<file path="src/logic/aes_pkg.sv">
package aes_pkg;

    // one byte of the cipher state
    typedef logic [7:0] byte_t;

    // one state column, row 0 in the top byte
    typedef logic [31:0] word_t;

    // full 128-bit state, byte 0 in the top bits
    typedef logic [127:0] block_t;

    // round index 0..10
    typedef logic [3:0] round_t;

    // round engine FSM
    typedef enum logic [1:0] {
        IDLE,
        LOAD,
        ROUND,
        FINAL
    } engine_state_e;

endpackage

</file>
<file path="src/logic/result_buffer.sv">
`timescale 1ns/1ns

module result_buffer (
    input  logic             OK_addRK,
    input  logic             resetn,
    input  logic             finished,
    input  aes_pkg::block_t  ciphertext,
    input  logic             ct_read_clear,
    output aes_pkg::block_t  stored_ct,
    output logic             done,
    output logic             irq
);

    always_ff @(posedge OK_addRK)
    begin
        if (!resetn)
        begin
            stored_ct <= '0;
            done      <= 1'b0;
        end
        else
        begin
            // a newer result simply replaces an unread one
            if (finished)
                stored_ct <= ciphertext;
            // set beats clear when both land together
            if (finished)
                done <= 1'b1;
            else if (ct_read_clear)
                done <= 1'b0;
        end
    end

    // level interrupt, drops with the CT3 read
    assign irq = done;

endmodule

</file>
<file path="config.mk">
export PLATFORM = sky130hd
export DESIGN_NAME = result_buffer
export DESIGN_NICKNAME = d
export VERILOG_FILES = /design/src/logic/aes_pkg.sv /design/src/logic/result_buffer.sv
export SDC_FILE = /design/constraint.sdc
export NUM_CORES = 1
export LEC_CHECK = 0
export BUFFER_PORTS_ARGS = -buffer_cell sky130_fd_sc_hd__buf_2
export CAP_MARGIN = 5
export CORE_MARGIN = 2
export CORE_UTILIZATION = 48
export DETAILED_ROUTE_END_ITERATION = 12
export GPL_TIMING_DRIVEN = 0
export MAX_ROUTING_LAYER = met4
export PLACE_DENSITY = 0.84
export SETUP_SLACK_MARGIN = 0.15
export SYNTH_ARGS = -nofsm -noshare
export SYNTH_HDL_FRONTEND = slang
export SYNTH_SLANG_ARGS = --single-unit
</file>
<file path="constraint.sdc">
create_clock -name OK_addRK -period 2.2 [get_ports OK_addRK]
set_input_delay 0.55 -clock OK_addRK [delete_from_list [all_inputs] [get_ports OK_addRK]]
set_output_delay 0.55 -clock OK_addRK [all_outputs]
set_load 0.01 [all_outputs]
</file>
=== After elaboration in Yosys (flattened, before gate mapping) ===
Index checks and enable logic that the tools add are counted.

* Add/sub/neg operators: 0
* Multipliers: 0
* Div/mod/pow operators: 0
* $lt $le $gt $ge: 0
* Equal/unequal tests: 0
* Shift operators: 0
* Multiplexer cells: 2
* Bitwise logic cells: 0
* Reduce and logical (&&, ||, !) cells: 1

{| class="wikitable"
|+ Operators by type and width
! cell !! number
|-
| two-way mux 1 bit || 2
|-
| nonzero test 2 bit || 1
|}

* Register bits: 129
* Bits in latches: 0
* Memory bits (writable): 0
* ROM bits: 0
* Input port bits: 132
* Logic and storage cells: 5
* Memories: 0

=== Depth between registers and ports, before layout ===
* Word-level depth: 2
* Gate-level depth with buffers: 5
* Gate-level depth less buffers: 2

=== Worst setup path after synthesis ===
Ideal clock, no wire load.

* Path kind: input port to flip-flop
* Start: in finished
* End: reg stored_ct[100]
* Library setup time: 116 ps
* Arrival: 1186 ps
* Required time: 2084 ps
* Setup slack: 898 ps
* Stages on the path: 5
* Cells stage by stage: buf_4 -> buf_12 -> buf_12 -> mux2i_1 -> nor2b_1

{| class="wikitable"
|+ RTL lines
! item !! line !! RTL
|-
| from (decl) || result_buffer.sv:6 || <nowiki>input logic finished,</nowiki>
|-
| to (signal assigned) || result_buffer.sv:25 || <nowiki>stored_ct <= ciphertext;</nowiki>
|-
| to (decl) || result_buffer.sv:9 || <nowiki>output aes_pkg::block_t stored_ct,</nowiki>
|}

=== Final worst setup path ===
* Start: reg done
* End: out irq

{| class="wikitable"
|+ RTL lines
! item !! line !! RTL
|-
| from (decl) || result_buffer.sv:10 || <nowiki>output logic done,</nowiki>
|-
| from (signal assigned) || result_buffer.sv:19 || <nowiki>done <= 1'b0;</nowiki>
|-
| from (signal assigned) || result_buffer.sv:28 || <nowiki>done <= 1'b1;</nowiki>
|-
| from (signal assigned) || result_buffer.sv:30 || <nowiki>done <= 1'b0;</nowiki>
|-
| to (decl) || result_buffer.sv:11 || <nowiki>output logic irq</nowiki>
|}

No word-level cell between the ends.

==> results.toml <==
[critical_path]
regToRegStartpoint = "done$_SDFFE_PN0P_"
crit_path_end_kind = "output pin"
worstReg2RegEnd = "done$_SDFFE_PN0P_"
startpoint_type = "flip-flop"
path_class = "reg -> out"
rrSetupSlack_ns = 1.50
cp_max_fo = 3
reg2regPathDepth = 2
cp.required_ns = 1.65
arrival_ns = 1.07

[global_routing]
met1_usage = 0.237
busiest_layer = "met2"
use_met3 = 0.0656
first_global_vias = 4021
grt.total_usage = 0.223
grt_max_degree = 17
overflow = 0
antenna_found_initial = 0
use_met2 = 0.391
grt_first_pass_wirelength_um = 18900

[sta]
period_minus_slack_ns = 1.62
post-route-period-util = 0.735
clock-skew-final_ns = 0
worst_slew_pin_slew_ns = 0.395
grt_setup_unrepaired = "false"
fin_setup_tns_ns = 0
finalHoldViolations = 0
slew_headroom = 0.736
finalMaxSlewViolations = 0
setup_violations = 0
timing.final.ws_setup_ns = 0.582
fmax_ghz = 0.618

[layout]
fin_nets = 827
fillers = 792
layout-drive-gt1-share = 0.434
areaGrowthSynthToFinish_pct = 41.9
diodes = 0

[floorplan]
die_h_um = 106
fp.dieArea_sq_um = 11300
num_io_pins = 262
core_sq_um = 10200
rows = 37
initial_core_util = 0.489
die_x_um = 106

[placement]
port_buffers = 259
dpl_worst_slack_ns = 0.734
routabilityCongestion = 0.736
place_hpwl_um = 9280

[clock_network]
cts_resized = 0
clockRootBuffer = "clkbuf_8"
cts.clk_slew.worst_paths_ns = 0.06
post-cts-setup-buffers = 0
cts.sinks = 129
cts_tree = "built"
clk_latency_ns = 0.51
htreeDepth = 4
clockBufferDepth = 2
hold_buffers = 0
numCtsBuffers = 17

[worst_hold_path]
min_from = "ciphertext[91]"
hp-class = "in -> reg"
hold_end = "stored_ct[91]$_SDFFE_PN0P_"
hold_depth = 3

[synthesis]
synth_seq_cells = 129
synth_area_leaders = "dfxtp_1 (52%), mux2i_1 (26%), nor2b_1 (16%)"
synth_edf_count = 0
synth_nets = 549
yosys_warnings = 0
ys_seq_area_frac = 0.516
syn_inst = 417
async_flop_share = 0
synth.distinct_cells = 10
synth_ff_type = "dfxtp_1"
synth_area_sq_um = 5000
postSynthAreaPerCell_sq_um = 12.0
yosys-top-cells-count = "dfxtp_1 (129), nor2b_1 (129), mux2i_1 (128), clkbuf_1 (13), buf_12 (11)"
yosysTopAreaCell = "dfxtp_1"
netlist.area_leader.share = 0.516

[route]
viasPerCell = 4.65
detail-route-antenna-nets = 0
wirelength_um = 12200
dr.pass1.iters = 4
vias = 3921
drt_iter0_markers = 82
drc_errors = 0
wire_per_inst_um = 14.4

[power_and_ir_drop]
power_frac_seq = 0.410
switching_share = 0.232
clkPwrFrac = 0.472
leakagePower_nw = 3.65
vdd_drop_max_mv = 0.455
p_per_area_nw_per_um2 = 877
netSwitchingPower_mw = 1.44
cell_internal_pwr_mw = 4.78
pwr-share-comb = 0.118

[run_status]
status = "finished clean"

[job]
cap_violations = 0
-- kinds of logic (layout without fill, tap and decap cells) --
logic type / count (synthesis) / count (layout) / share of synthesized area
multiplexers: 128 / 128 / 0.256
buffers and inverters: 30 / 321 / 0.0645
flip-flops: 129 / 129 / 0.516
AO/OA/AOI/OAI: 1 / 1 / 0.00150
AND/OR/NAND/NOR: 129 / 129 / 0.161
-- how the worst max path moves through the flow --
stage	cells after the start	end	from	slack [ns]
after floorplan	5	stored_ct[100]$_SDFFE_PN0P_	finished	0.90
after global placement	3	stored_ct[85]$_SDFFE_PN0P_	resetn	0.80
after detailed placement	5	stored_ct[61]$_SDFFE_PN0P_	finished	0.73
after CTS	2	irq	done$_SDFFE_PN0P_	0.55
after global routing	2	irq	done$_SDFFE_PN0P_	0.53
final	2	irq	done$_SDFFE_PN0P_	0.58
-- sequential cells by signal (all words and copies together), names as in the netlist --
signal     flops
done           1
stored_ct    128
-- layout make-up --
cell class                 count  area [sq um]  area share
tap                          136           170      0.0240
clock buffer                  20           445      0.0628
buffer                        30           323      0.0455
clock inverter                12           181      0.0256
timing repair buffer         259          1300       0.183
sequential                   129          2580       0.364
multi-input combinational    258          2100       0.295
-- per-layer routing --
layer / share of wire / vias up / wire length (um)
met5: 0 / - / 0
met4: 0.015 / 0 / 188
met3: 0.072 / 20 / 883
met2: 0.51 / 177 / 6240
met1: 0.40 / 1786 / 4870
li1: - / 1938 / -
-- power by group through the flow --
| stage | logic (mW) | clock network, mW | registers [mW] |
|---|---|---|---|
| 6_report | 0.737 | 2.93 | 2.55 |
| 3_3_place_gp | 0.715 | 0 | 2.59 |
| 4_1_cts | 0.746 | 2.99 | 2.55 |
| 3_5_place_dp | 0.742 | 0 | 2.59 |
| 2_1_floorplan | 0.351 | 0 | 2.66 |
| 5_1_grt | 0.801 | 3.10 | 2.56 |
-- through the flow --
stage,cells,hold slack [ns],total power [mW],instance area (sq um),utilization
final,844,0.296,6.22,7090,0.693
after global routing,844,0.268,6.47,7090,0.693
after CTS,844,0.268,6.28,7090,0.693
after detailed placement,812,0.498,3.34,6470,0.632
after global placement,812,0.490,3.30,6470,0.632
after floorplan,417,0.538,3.01,5000,-
-- worst max-delay path: stages (launching register included) --
cell	delay, ns
dfxtp_1	0.31
buf_4	0.12
buf_2	0.13
-- layout by cell type (no fill, tap or decap) --
cell	synthesis	routed
clkbuf_8	0	3
clkinv_2	0	1
nor2b_1	129	129
clkbuf_1	13	14
inv_6	0	1
buf_4	3	3
buf_2	1	260
clkinv_4	0	2
clkbuf_16	0	16
buf_8	1	1
buf_12	11	11
dfxtp_1	129	129
bufinv_16	0	4
clkinvlp_4	0	4
o21a_1	1	1
buf_6	1	1
mux2i_1	128	128
Power figures use the tool's default switching activity.
