$ cat src/logic/aes_defs.svh
`ifndef AES_DEFS_SVH
`define AES_DEFS_SVH

// cipher rounds for a 128-bit key
`define AES_ROUNDS 10

// fixed key schedules held in the rom
`define AES_KEY_SLOTS 2

// wishbone data width
`define WB_DATA_W 32

// word address, 16 register slots
`define WB_ADR_W 4

`endif

$ cat src/logic/aes_pkg.sv
package aes_pkg;

    // one byte of the cipher state
    typedef logic [7:0] byte_t;

    // one state column, row 0 in the top byte
    typedef logic [31:0] word_t;

    // full 128-bit state, byte 0 in the top bits
    typedef logic [127:0] block_t;

    // round index 0..10
    typedef logic [3:0] round_t;

    // round engine FSM
    typedef enum logic [1:0] {
        IDLE,
        LOAD,
        ROUND,
        FINAL
    } engine_state_e;

endpackage

$ cat src/logic/wb_pkg.sv
`include "aes_defs.svh"

package wb_pkg;

    // register map, word addresses
    typedef enum logic [`WB_ADR_W-1:0] {
        CTRL   = 0,
        STATUS = 1,
        PT0    = 4,
        PT1    = 5,
        PT2    = 6,
        PT3    = 7,
        CT0    = 8,
        CT1    = 9,
        CT2    = 10,
        CT3    = 11
    } reg_addr_e;

    typedef logic [`WB_DATA_W-1:0] bus_word_t;

endpackage

$ cat src/logic/wb_reg_bank.sv
`timescale 1ns/1ns
`include "aes_defs.svh"

module wb_reg_bank (
    input  logic                  OK_addRK,
    input  logic                  resetn,
    input  logic                  wb_cyc,
    input  logic                  wb_stb,
    input  logic                  wb_we,
    input  logic [`WB_ADR_W-1:0]  wb_adr,
    input  wb_pkg::bus_word_t     wb_dat_w,
    input  logic                  busy,
    input  logic                  done,
    input  aes_pkg::block_t       stored_ct,
    output wb_pkg::bus_word_t     wb_dat_r,
    output logic                  wb_ack,
    output logic                  start,
    output logic                  slot,
    output aes_pkg::block_t       plaintext,
    output logic                  ct_read_clear
);

    wb_pkg::reg_addr_e addr;
    wb_pkg::bus_word_t pt_q [4];
    logic              access;
    logic              ctrl_wr;

    assign addr = wb_pkg::reg_addr_e'(wb_adr);

    // single beat per request, ack blocks a second access
    assign access  = wb_cyc && wb_stb && !wb_ack;
    assign ctrl_wr = access && wb_we && (addr == wb_pkg::CTRL);

    always_ff @(posedge OK_addRK)
    begin
        if (!resetn)
        begin
            wb_ack        <= 1'b0;
            start         <= 1'b0;
            slot          <= 1'b0;
            ct_read_clear <= 1'b0;
        end
        else
        begin
            wb_ack        <= access;
            // start bit is self clearing
            start         <= ctrl_wr && wb_dat_w[0];
            ct_read_clear <= access && !wb_we && (addr == wb_pkg::CT3);
            if (ctrl_wr)
                slot <= wb_dat_w[1];
        end
    end

    // PT0..PT3 sit at 4..7, low address bits pick the word
    always_ff @(posedge OK_addRK)
    begin
        if (access && wb_we && addr inside {[wb_pkg::PT0:wb_pkg::PT3]})
            pt_q[wb_adr[1:0]] <= wb_dat_w;
    end

    // PT0 is the top word of the block
    assign plaintext = {pt_q[0], pt_q[1], pt_q[2], pt_q[3]};

    // read mux, unmapped addresses give zero
    always_comb
    begin
        wb_dat_r = '0;
        case (addr)
            wb_pkg::CTRL:
                wb_dat_r[1] = slot;
            wb_pkg::STATUS:
                wb_dat_r[1:0] = {done, busy};
            wb_pkg::PT0, wb_pkg::PT1, wb_pkg::PT2, wb_pkg::PT3:
                wb_dat_r = pt_q[wb_adr[1:0]];
            wb_pkg::CT0, wb_pkg::CT1, wb_pkg::CT2, wb_pkg::CT3:
                wb_dat_r = stored_ct[127 - 32*wb_adr[1:0] -: 32];
            default:
                wb_dat_r = '0;
        endcase
    end

    a_ack_after_stb: assert property (
        @(posedge OK_addRK) disable iff (!resetn) wb_ack |-> $past(wb_stb)
    );

endmodule

$ cat config.mk
export PLATFORM = sky130hd
export DESIGN_NAME = wb_reg_bank
export DESIGN_NICKNAME = d
export VERILOG_FILES = /design/src/logic/aes_pkg.sv /design/src/logic/wb_pkg.sv /design/src/logic/wb_reg_bank.sv
export VERILOG_INCLUDE_DIRS = /design/src /design/src/logic
export SDC_FILE = /design/constraint.sdc
export NUM_CORES = 1
export LEC_CHECK = 0
export BUFFER_PORTS_ARGS = -buffer_cell sky130_fd_sc_hd__buf_2
export CAP_MARGIN = 20
export CORE_AREA = 2 2 142 130
export CTS_CLUSTER_DIAMETER = 200
export DETAILED_ROUTE_END_ITERATION = 10
export DIE_AREA = 0 0 144 132
export HOLD_SLACK_MARGIN = 0.15
export PLACE_DENSITY = 0.68
export RECOVER_POWER = 50
export SLEW_MARGIN = 20
export SYNTH_ARGS = -nofsm -noshare
export SYNTH_HDL_FRONTEND = slang
export SYNTH_SLANG_ARGS = --single-unit
$ cat constraint.sdc
create_clock -name OK_addRK -period 9.85 [get_ports OK_addRK]
set_clock_uncertainty 0.2 [all_clocks]
set_input_delay 0.4925 -clock OK_addRK [delete_from_list [all_inputs] [get_ports OK_addRK]]
set_output_delay 0.4925 -clock OK_addRK [all_outputs]
set_load 0.02 [all_outputs]
# Yosys cells after proc, flatten, opt, wreduce, memory -nomap -nowiden
# Memory sizes are Yosys's and may differ from the RTL's.
# Index checks and enable logic that the tools add are counted.
[totals]
register_bits = 4
ramBits = 128
in_bits = 171
out_inout_bits = 164
elab_cells = 37
mem_count = 1
[mem_list]
columns = ["memory", "words", "width", "read_ports", "rd_ports_with_merged_regs", "write_ports", "line", "source"]
rows = [
  ["pt_q", 4, 32, 5, 0, 1, "wb_reg_bank.sv:24", "wb_pkg::bus_word_t pt_q [4];"],
]
[op_classes]
n_addsub = 1
order_cmp = 2
eq_ne = 9
n_shift = 1
n_mux = 5
reduce_logical = 14
[op_table]
columns = ["operator", "n"]
rows = [
  ["$shiftx 159x33->32", 1],
  ["$pmux 30 s2", 1],
  ["$eq 4x3->1 const B", 4],
  ["$eq 4x4->1 const B", 4],
  ["$logic_and 1x1->1", 9],
  ["$reduce_or 4->1", 2],
  ["$sub 7x7->8 const A", 1],
  ["$eq 4x1->1 const B", 1],
  ["$ge 4x3->1 const B", 1],
  ["$le 4x3->1 const B", 1],
  ["$logic_not 4->1", 1],
  ["$pmux 1 s4", 1],
  ["$pmux 1 s3", 1],
  ["$logic_not 1->1", 2],
  ["$mux 1", 2],
]

# Longest topological paths before layout
# Gate-level depths: netlist of run 1.
[logic_depth]
ltp_word = 6
depth_mapped = 5
mapped_depth_nobuf = 3

# Worst setup path after synthesis of run 1
# No wires, ideal clock.
[synth_timing]
path_type = "in2reg"
startpoint = "input port wb_adr[1]"
endpoint = "memory pt_q[2][0] in the netlist's numbering, enable pin"
arrival_ns = 4.095
required_ns = 9.148
slack_ns = 5.053
path_stages = 4
path_buffers = 2
cell_sequence = "buf_2 -> buf_2 -> inv_1 -> nor4_1"
[synth_via]
elab_chain_len = 5
elab_cells_between_ends = 6
classes_between = "2 x order compare; 2 x mux; 2 x reduce/logical"
[synth_lines]
columns = ["element", "line", "source"]
rows = [
  ["start, declared", "wb_reg_bank.sv:10", "input logic [`WB_ADR_W-1:0] wb_adr,"],
  ["$ge 4x3->1 or $le 4x3->1 (tied branches)", "wb_reg_bank.sv:57", "if (access && wb_we && addr inside {[wb_pkg::PT0:wb_pkg::PT3]})"],
  ["$logic_and 1x1->1 (2 in series)", "wb_reg_bank.sv:57", ""],
  ["$mux 1", "wb_reg_bank.sv:57", ""],
  ["$mux 1 (not written as such)", "wb_reg_bank.sv:58", "pt_q[wb_adr[1:0]] <= wb_dat_w;"],
  ["end, declared", "wb_reg_bank.sv:24", ""],
]
# Parallel ways exist; a longest one is shown, timed or not.

# Worst setup path after layout of run 1
[layout_timing]
startpoint = "input port wb_adr[0]"
endpoint = "output port wb_dat_r[24]"
[layout_via]
elab_chain_len = 3
elab_cells_between_ends = 14
classes_between = "1 x add/sub; 8 x eq/ne; 1 x shift; 1 x mux; 2 x reduce/logical; 1 x memory"
[layout_lines]
columns = ["element", "line", "source"]
rows = [
  ["$sub 7x7->8 (tied with other cells)", "wb_reg_bank.sv:76", "wb_dat_r = stored_ct[127 - 32*wb_adr[1:0] -: 32];"],
  ["$shiftx 159x33->32 or $reduce_or 4->1 (tied branches)", "wb_reg_bank.sv:76, wb_reg_bank.sv:68", ""],
  ["$pmux 30 s2 (*)", "wb_reg_bank.sv:68", "case (addr)"],
  ["end, declared", "wb_reg_bank.sv:15", "output wb_pkg::bus_word_t wb_dat_r,"],
]
# Mark *: on every way between the ends. The rest lies on a longest branch, timed or not.

==> results.py, run 1 <==
metrics = {
    "run_status": {
        "status": "completed",
    },
    "synth": {
        "synth_nets": 453,
        "ys_seq_elements": 132,
        "synth_edf_count": 128,
        "synth_top_cell_by_area": "edfxtp_1",
        "synth_cell_types": 31,
        "syn_area_um2": 6040,
        "ys_seq_area_frac": 0.650,
        "netlist_top_cells_area": "edfxtp_1, mux4_2, mux4_1",
        "synth-warning-count": 0,
        "syn_area_per_cell_um2": 21.4,
        "syn_inst": 282,
        "synth_top_area_frac": 0.637,
        "ys.flop_type": "edfxtp_1",
        "async_reset_ff_frac": 0,
    },
    "setup_path": {
        "crit_arrival_ns": 2.67,
        "end_kind": "output port",
        "worstSetupStartpointType": "primary input",
        "critPathRequiredTime_ns": 9.16,
        "crit_path_max_fanout": 37,
        "path_class": "primary input to output port",
        "r2r_cells": 3,
    },
    "finish": {
        "fin_nets": 821,
        "instances_no_fill": 906,
        "final_common_cell": "buf_2",
        "area_growth_pct": 44.5,
        "final_cell_mix": "buf_2, edfxtp_1, clkbuf_1, mux4_2, dlygate4sd3_1",
        "drive_above_1_share": 0.480,
        "utilization": 0.500,
    },
    "route": {
        "drt-total-wl_mm": 18.8,
        "wire_per_inst_um": 20.8,
        "viasPerCell": 5.13,
        "drc_errors": 0,
        "via_count": 4647,
        "drtAntennaViolNets": 0,
        "drtIter0Drc": 233,
        "drtPass1Iterations": 4,
    },
    "sta": {
        "fin_crit_ns": 3.36,
        "slew_violations": 0,
        "setup_tns_ns": 0,
        "fmaxAchievable_mhz": 298,
        "rsz0062_at_grt": "no",
        "relSlewSlack": 0.346,
        "finalSetupViolCount": 0,
        "hold_violations": 0,
        "tightest_slew_ns": 0.979,
        "fin_crit_sh": 0.341,
    },
    "grt": {
        "grt_pass1_wl_mm": 28.0,
        "antenna_found_initial": 3,
        "grt_max_degree": 73,
        "first_global_vias": 5010,
        "grt-ovfl-total": 0,
        "gr-usage-all-layers": 0.197,
    },
    "clock_network": {
        "cts_buffer_depth": 2,
        "cts-buffers-inserted": 17,
        "cts_tree": "yes",
        "htreeDepth": 4,
        "clkLatencyLatePin_ns": 0.41,
        "cts_root_buffer": "clkbuf_16",
        "clk_pin_slew_ns": 0.05,
        "cts_sinks": 132,
    },
    "floorplanning": {
        "die-area_um2": 19000,
        "fp.dieW_um": 144,
        "ios": 335,
        "fp-row-count": 46,
        "initial_core_util": 0.346,
        "core_area_um2": 17400,
        "die_h_um": 132,
    },
    "flow_run": {
        "maxCapViolations": 0,
    },
    "place": {
        "dp.cells": 838,
        "hpwlAfterDp_mm": 13.8,
        "routabilityCongestion": 0.845,
        "io_buffers": 334,
    },
    "pwr": {
        "leakagePower_nw": 3.33,
        "peakVddDrop_v": 0.000112,
        "power.density_nw_per_um2": 160,
    },
    "min_path": {
        "min_path_type": "primary input to register",
        "hold_depth": 2,
    },
}
-- critical path: stages --
cell,delay (ns)
buf_4,0.46
buf_4,0.64
mux4_2,0.60
a22o_1,0.24
buf_2,0.16
-- power by group --
part / switching [mW] / internal, mW / total (mW) / leakage, nW
logic: 0.0716 / 0.0797 / 0.151 / 1.85
clock network: 0.227 / 0.400 / 0.627 / 0.295
registers: 0.00107 / 0.618 / 0.619 / 1.18
total: 0.300 / 1.10 / 1.40 / 3.33
-- area by class of cell --
| class | instances | area, µm² |
|---|---|---|
| timing repair buffer | 372 | 1900 |
| tap | 240 | 300 |
| clock inverter | 11 | 125 |
| multi-input combinational | 126 | 1980 |
| inverter | 1 | 3.75 |
| antenna | 3 | 7.51 |
| clock buffer | 21 | 480 |
| sequential | 132 | 3920 |
| fill | 1546 | 8720 |
-- metal layers --
layer / global-route usage / share of wire
met1: 0.222 / 0.39
met2: 0.344 / 0.51
met3: 0.0607 / 0.077
met4: 0.0844 / 0.029
met5: 0 / 0
-- cell families (layout without fill, tap and decap cells) --
| group | count (synthesis) | after routing | share of synthesized area |
|---|---|---|---|
| other | 0 | 3 | 0 |
| muxes | 69 | 69 | 0.250 |
| buffers and inverters | 24 | 405 | 0.0272 |
| AOI/OAI and AO/OA | 35 | 35 | 0.0500 |
| and+or+nand+nor | 22 | 22 | 0.0232 |
| DFF | 132 | 132 | 0.650 |
-- cells in the mapped netlist, types with 2 or more instances --
cell type and n:
and3_1 3, buf_2 8, dfxtp_1 4, nor4_1 2, a32oi_1 2, mux2_2 6
mux4_2 49, buf_6 4, clkbuf_1 7, nor2_1 2, edfxtp_1 128, buf_8 3
nand2_1 4, mux2i_1 2, nor2b_1 2, a22o_1 30, mux4_1 12
-- sequential cells by signal, summed over array words and instances, names as in the netlist --
register       count
ct_read_clear      1
wb_ack             1
pt_q             128
start              1
slot               1
-- final timing paths --
kind	end	startpoint	slack [ns]
setup / recovery	wb_dat_r[24]	wb_adr[0]	6.49
hold / removal	start	resetn	0.18
setup reg to reg	pt_q[1][4]	wb_ack	7.59
hold reg to reg	slot	slot	0.28
-- metrics by stage --
stage	setup WS, ns	power, mW	hold WS (ns)	instance area [µm²]
5_1_grt	6.29	1.45	0.184	8710
6_report	6.49	1.40	0.184	8720
4_1_cts	6.44	1.42	0.153	8860
3_3_place_gp	6.48	0.770	0.258	7920
3_5_place_dp	6.44	0.774	0.280	7920
2_1_floorplan	5.05	0.715	0.340	6040
-- repair_timing --
action / 4_1_cts / 5_1_grt
gates resized for setup: 0 / 0
endpoints found under the setup margin: 0 / 0
setup buffers: 0 / 0
hold buffers: 33 / 0
endpoints found under the hold margin: 129 / 0
Note: power is estimated with default switching activity, not from simulation.
==> inputs of run 2 (changes only) <==
PLACE_DENSITY = 0.7   (was 0.68)
clock period = 2.74 ns   (was 9.85 ns; I/O delays follow)
==> results.py, run 2 (synthesis gave the netlist of run 1 again) <==
metrics = {
    "sta": {
        "fin_crit_sh": 0.855,
        "tightest_slew_ns": 0.595,
        "fmaxAchievable_mhz": 427,
        "slew_violations": 0,
        "relSlewSlack": 0.603,
        "fin_crit_ns": 2.34,
        "finalSetupViolCount": 0,
        "holdWs_ns": 0.222,
        "hold_violations": 0,
        "rsz0062_at_grt": "no",
        "setup_tns_ns": 0,
    },
    "setup_path": {
        "crit_arrival_ns": 2.01,
        "worstSetupStartpointType": "primary input",
        "critPathRequiredTime_ns": 2.40,
        "crit_path_frequent_cell": "buf_2",
        "path_class": "primary input to output port",
        "r2r_setup_slack_ns": 0.55,
        "end_kind": "output port",
        "max_stage_delay_ns": 0.53,
        "path_buf_inv": 4,
        "worstPathCellList": "dlygate4sd3_1 > buf_2 > nor2b_4 > buf_12 > a22o_1 > buf_2",
        "cpMaxStageDelayCell": "dlygate4sd3_1",
        "crit_family": "buffers and inverters",
        "crit_path_max_fanout": 18,
    },
    "grt": {
        "gr-usage-all-layers": 0.201,
        "grt-ovfl-total": 0,
        "grt_max_degree": 35,
        "grt_pass1_wl_mm": 28.2,
        "antenna_found_initial": 1,
        "first_global_vias": 4990,
    },
    "finish": {
        "fin_nets": 836,
        "final_common_cell": "buf_2",
        "area_growth_pct": 47.8,
        "drive_above_1_share": 0.476,
        "instances_no_fill": 919,
        "final_cell_mix": "buf_2, edfxtp_1, clkbuf_1, mux4_2, dlygate4sd3_1",
        "largest_reg_flops": 128,
    },
    "floorplanning": {
        "initial_core_util": 0.346,
        "fp.dieW_um": 144,
        "core_area_um2": 17400,
        "die-area_um2": 19000,
        "ios": 335,
        "fp-row-count": 46,
        "die_h_um": 132,
    },
    "clock_network": {
        "htreeDepth": 4,
        "cts_hold_buf": 39,
        "clk_pin_slew_ns": 0.06,
        "cts_sinks": 132,
        "cts_tree": "yes",
        "post_cts_buffers": 0,
        "clkLatencyLatePin_ns": 0.41,
        "ctsResizeCount": 0,
        "cts-buffers-inserted": 17,
        "cts_buffer_depth": 2,
        "cts_root_buffer": "clkbuf_16",
    },
    "route": {
        "drtAntennaViolNets": 0,
        "drt-total-wl_mm": 19.5,
        "drc_errors": 0,
        "via_count": 4707,
        "drtPass1Iterations": 5,
        "drtIter0Drc": 232,
        "wire_per_inst_um": 21.2,
        "viasPerCell": 5.12,
    },
    "place": {
        "dp.cells": 847,
        "io_buffers": 334,
        "hpwlAfterDp_mm": 14.5,
        "routabilityCongestion": 0.904,
    },
    "pwr": {
        "power.density_nw_per_um2": 575,
        "total_power_mw": 5.13,
        "peakVddDrop_v": 0.000389,
        "leakagePower_nw": 3.42,
    },
    "flow_run": {
        "maxCapViolations": 0,
    },
    "min_path": {
        "min_path_type": "primary input to register",
    },
    "run_status": {
        "status": "completed",
    },
}
==> run 2: path summary, 6_finish.rpt <==
check	start	to	cells after the start
setup / recovery	wb_adr[3]	wb_dat_r[9]	6
hold / removal	wb_adr[2]	start	4
setup reg to reg	wb_ack	slot	4
hold reg to reg	wb_ack	start	3
==> run 2: final cells by class <==
type	count	area, µm²
Antenna cell	1	2.50
Fill cell	1532	8520
Clock inverter	14	186
Clock buffer	18	429
Timing Repair Buffer	387	2080
Tap cell	240	300
Inverter	1	3.75
Multi-Input combinational cell	126	2000
Sequential cell	132	3920
==> run 2: metal layers <==
layer / up-vias / global-route usage / share of wire
met1: 2389 / 0.231 / 0.38
met2: 259 / 0.360 / 0.53
met3: 29 / 0.0621 / 0.069
met4: 0 / 0.0561 / 0.017
li1: 2030 / - / -
met5: - / 0 / 0
==> run 2: worst min-delay path: stages <==
cell and delay (ns):
buf_2 0.19, nor2_1 0.10, nor4b_2 0.18, and3_1 0.18
==> run 2: metrics by stage <==
stage / area [µm²] / utilization / setup slack [ns]
6_report: 8920 / 0.511 / 0.396
3_3_place_gp: 8060 / 0.462 / 0.528
2_1_floorplan: 6050 / - / -0.383
3_5_place_dp: 8060 / 0.462 / 0.479
4_1_cts: 9060 / 0.520 / 0.374
5_1_grt: 8920 / 0.511 / 0.321
==> run 2: power breakdown <==
group          internal, mW  switching (mW)
sequential             2.22         0.00383
clock                  1.51           0.816
combinational         0.303           0.271
==> inputs of run 3 (changes only) <==
CORE_AREA = 4 4 144 132   (was 2 2 142 130)
DIE_AREA = 0 0 148 136   (was 0 0 144 132)
SLEW_MARGIN = unset   (was 20)
==> results.py, run 3 (synthesis gave the netlist of run 1 again) <==
metrics = {
    "run_status": {
        "status": "completed",
    },
    "route": {
        "drtAntennaViolNets": 0,
        "drtPass1Iterations": 4,
        "drt-total-wl_mm": 20.1,
        "wire_per_inst_um": 21.9,
        "via_count": 4757,
        "drc_errors": 0,
        "drtIter0Drc": 245,
        "viasPerCell": 5.18,
    },
    "finish": {
        "utilization": 0.514,
        "drive_above_1_share": 0.480,
        "final_cell_mix": "buf_2, edfxtp_1, clkbuf_1, mux4_2, dlygate4sd3_1",
        "antennaDiodeCount": 0,
        "largest_reg_flops": 128,
        "instances_no_fill": 919,
        "nFillCells": 1552,
        "fin_nets": 838,
        "area_growth_pct": 48.9,
        "final_common_cell": "buf_2",
        "stdcell_area_um2": 8990,
    },
    "setup_path": {
        "crit_arrival_ns": 2.44,
        "r2r_end": "slot",
        "path_class": "register to register",
        "worstSetupStartpointType": "register",
        "end_kind": "register",
        "r2r_setup_slack_ns": 0.45,
        "r2r_start": "wb_ack",
        "r2r_cells": 4,
        "critPathRequiredTime_ns": 2.90,
        "crit_path_max_fanout": 4,
    },
    "sta": {
        "fmaxAchievable_mhz": 437,
        "fin_crit_sh": 0.835,
        "holdWs_ns": 0.239,
        "rsz0062_at_grt": "no",
        "fin_crit_ns": 2.29,
        "tightest_slew_ns": 0.645,
        "finalSetupViolCount": 0,
        "slew_violations": 0,
        "relSlewSlack": 0.570,
        "hold_violations": 0,
    },
    "grt": {
        "gr-usage-all-layers": 0.195,
        "grt_pass1_wl_mm": 29.6,
        "antenna_found_initial": 0,
        "grt_max_degree": 42,
        "first_global_vias": 5156,
        "grt-ovfl-total": 0,
    },
    "min_path": {
        "hp-start": "wb_adr[2]",
        "min_path_type": "primary input to register",
        "hold_depth": 4,
        "min_to": "start",
    },
    "floorplanning": {
        "fp.dieW_um": 148,
        "fp-row-count": 46,
        "die-area_um2": 20100,
        "initial_core_util": 0.345,
        "core_area_um2": 17500,
        "die_h_um": 136,
        "ios": 335,
    },
    "clock_network": {
        "clkLatencyLatePin_ns": 0.41,
        "post_cts_buffers": 0,
        "htreeDepth": 4,
        "clk_pin_slew_ns": 0.06,
        "cts_root_buffer": "clkbuf_16",
        "cts_tree": "yes",
        "ctsResizeCount": 0,
        "cts_sinks": 132,
        "cts_hold_buf": 39,
        "cts_buffer_depth": 2,
        "cts-buffers-inserted": 17,
    },
    "flow_run": {
        "maxCapViolations": 0,
    },
    "place": {
        "hpwlAfterDp_mm": 14.9,
        "placed_area_um2": 8060,
        "io_buffers": 334,
        "routabilityCongestion": 0.826,
        "dp.cells": 849,
    },
    "pwr": {
        "leakagePower_nw": 3.47,
        "power.density_nw_per_um2": 603,
        "peakVddDrop_v": 0.000396,
    },
}
## run 3: critical path, cell delays in order (launching register included)
cell,delay (ns)
dfxtp_1,0.33
nand4b_1,0.42
nor4b_2,0.51
mux2i_1,0.22
dlygate4sd3_1,0.55
## run 3: layout make-up
type | count | area [µm²] | area share
sequential | 132 | 3920 | 0.437
multi-input combinational | 126 | 2000 | 0.222
timing repair buffer | 389 | 2080 | 0.231
clock buffer | 17 | 425 | 0.0473
inverter | 1 | 3.75 | 0.000418
clock inverter | 14 | 258 | 0.0287
tap | 240 | 300 | 0.0334
## run 3: power breakdown
group | total [mW] | leakage (nW) | switching (mW) | internal, mW
sequential | 2.23 | 1.18 | 0.00382 | 2.22
combinational | 0.572 | 1.95 | 0.270 | 0.302
clock | 2.62 | 0.331 | 0.831 | 1.79
total | 5.42 | 3.47 | 1.10 | 4.31
## run 3: per-layer routing
metal	global-route usage	vias up	wire [µm]
met4	0.0580	0	321
li1	-	2027	-
met1	0.228	2402	7420
met5	0	-	0
met3	0.0723	33	1750
met2	0.339	295	10600
## run 3: worst max-delay path by stage
stage	start	to	slack [ns]	depth (start not counted)
after floorplan	wb_ack	pt_q[0][0]	-0.38	2
after global placement	wb_adr[0]	wb_dat_r[8]	0.51	5
after detailed placement	wb_adr[0]	wb_dat_r[8]	0.47	5
after CTS	wb_adr[3]	wb_dat_r[20]	0.44	6
after global routing	wb_adr[3]	wb_dat_r[20]	0.40	6
final	wb_ack	slot	0.45	4
## run 3: metrics by stage
stage          setup slack, ns  power (mW)  TNS, ns
2_1_floorplan           -0.383        2.57   -24.54
3_3_place_gp             0.511        2.79        0
3_5_place_dp             0.469        2.81        0
4_1_cts                  0.438        5.47        0
5_1_grt                  0.397        5.62        0
6_report                 0.453        5.42        0
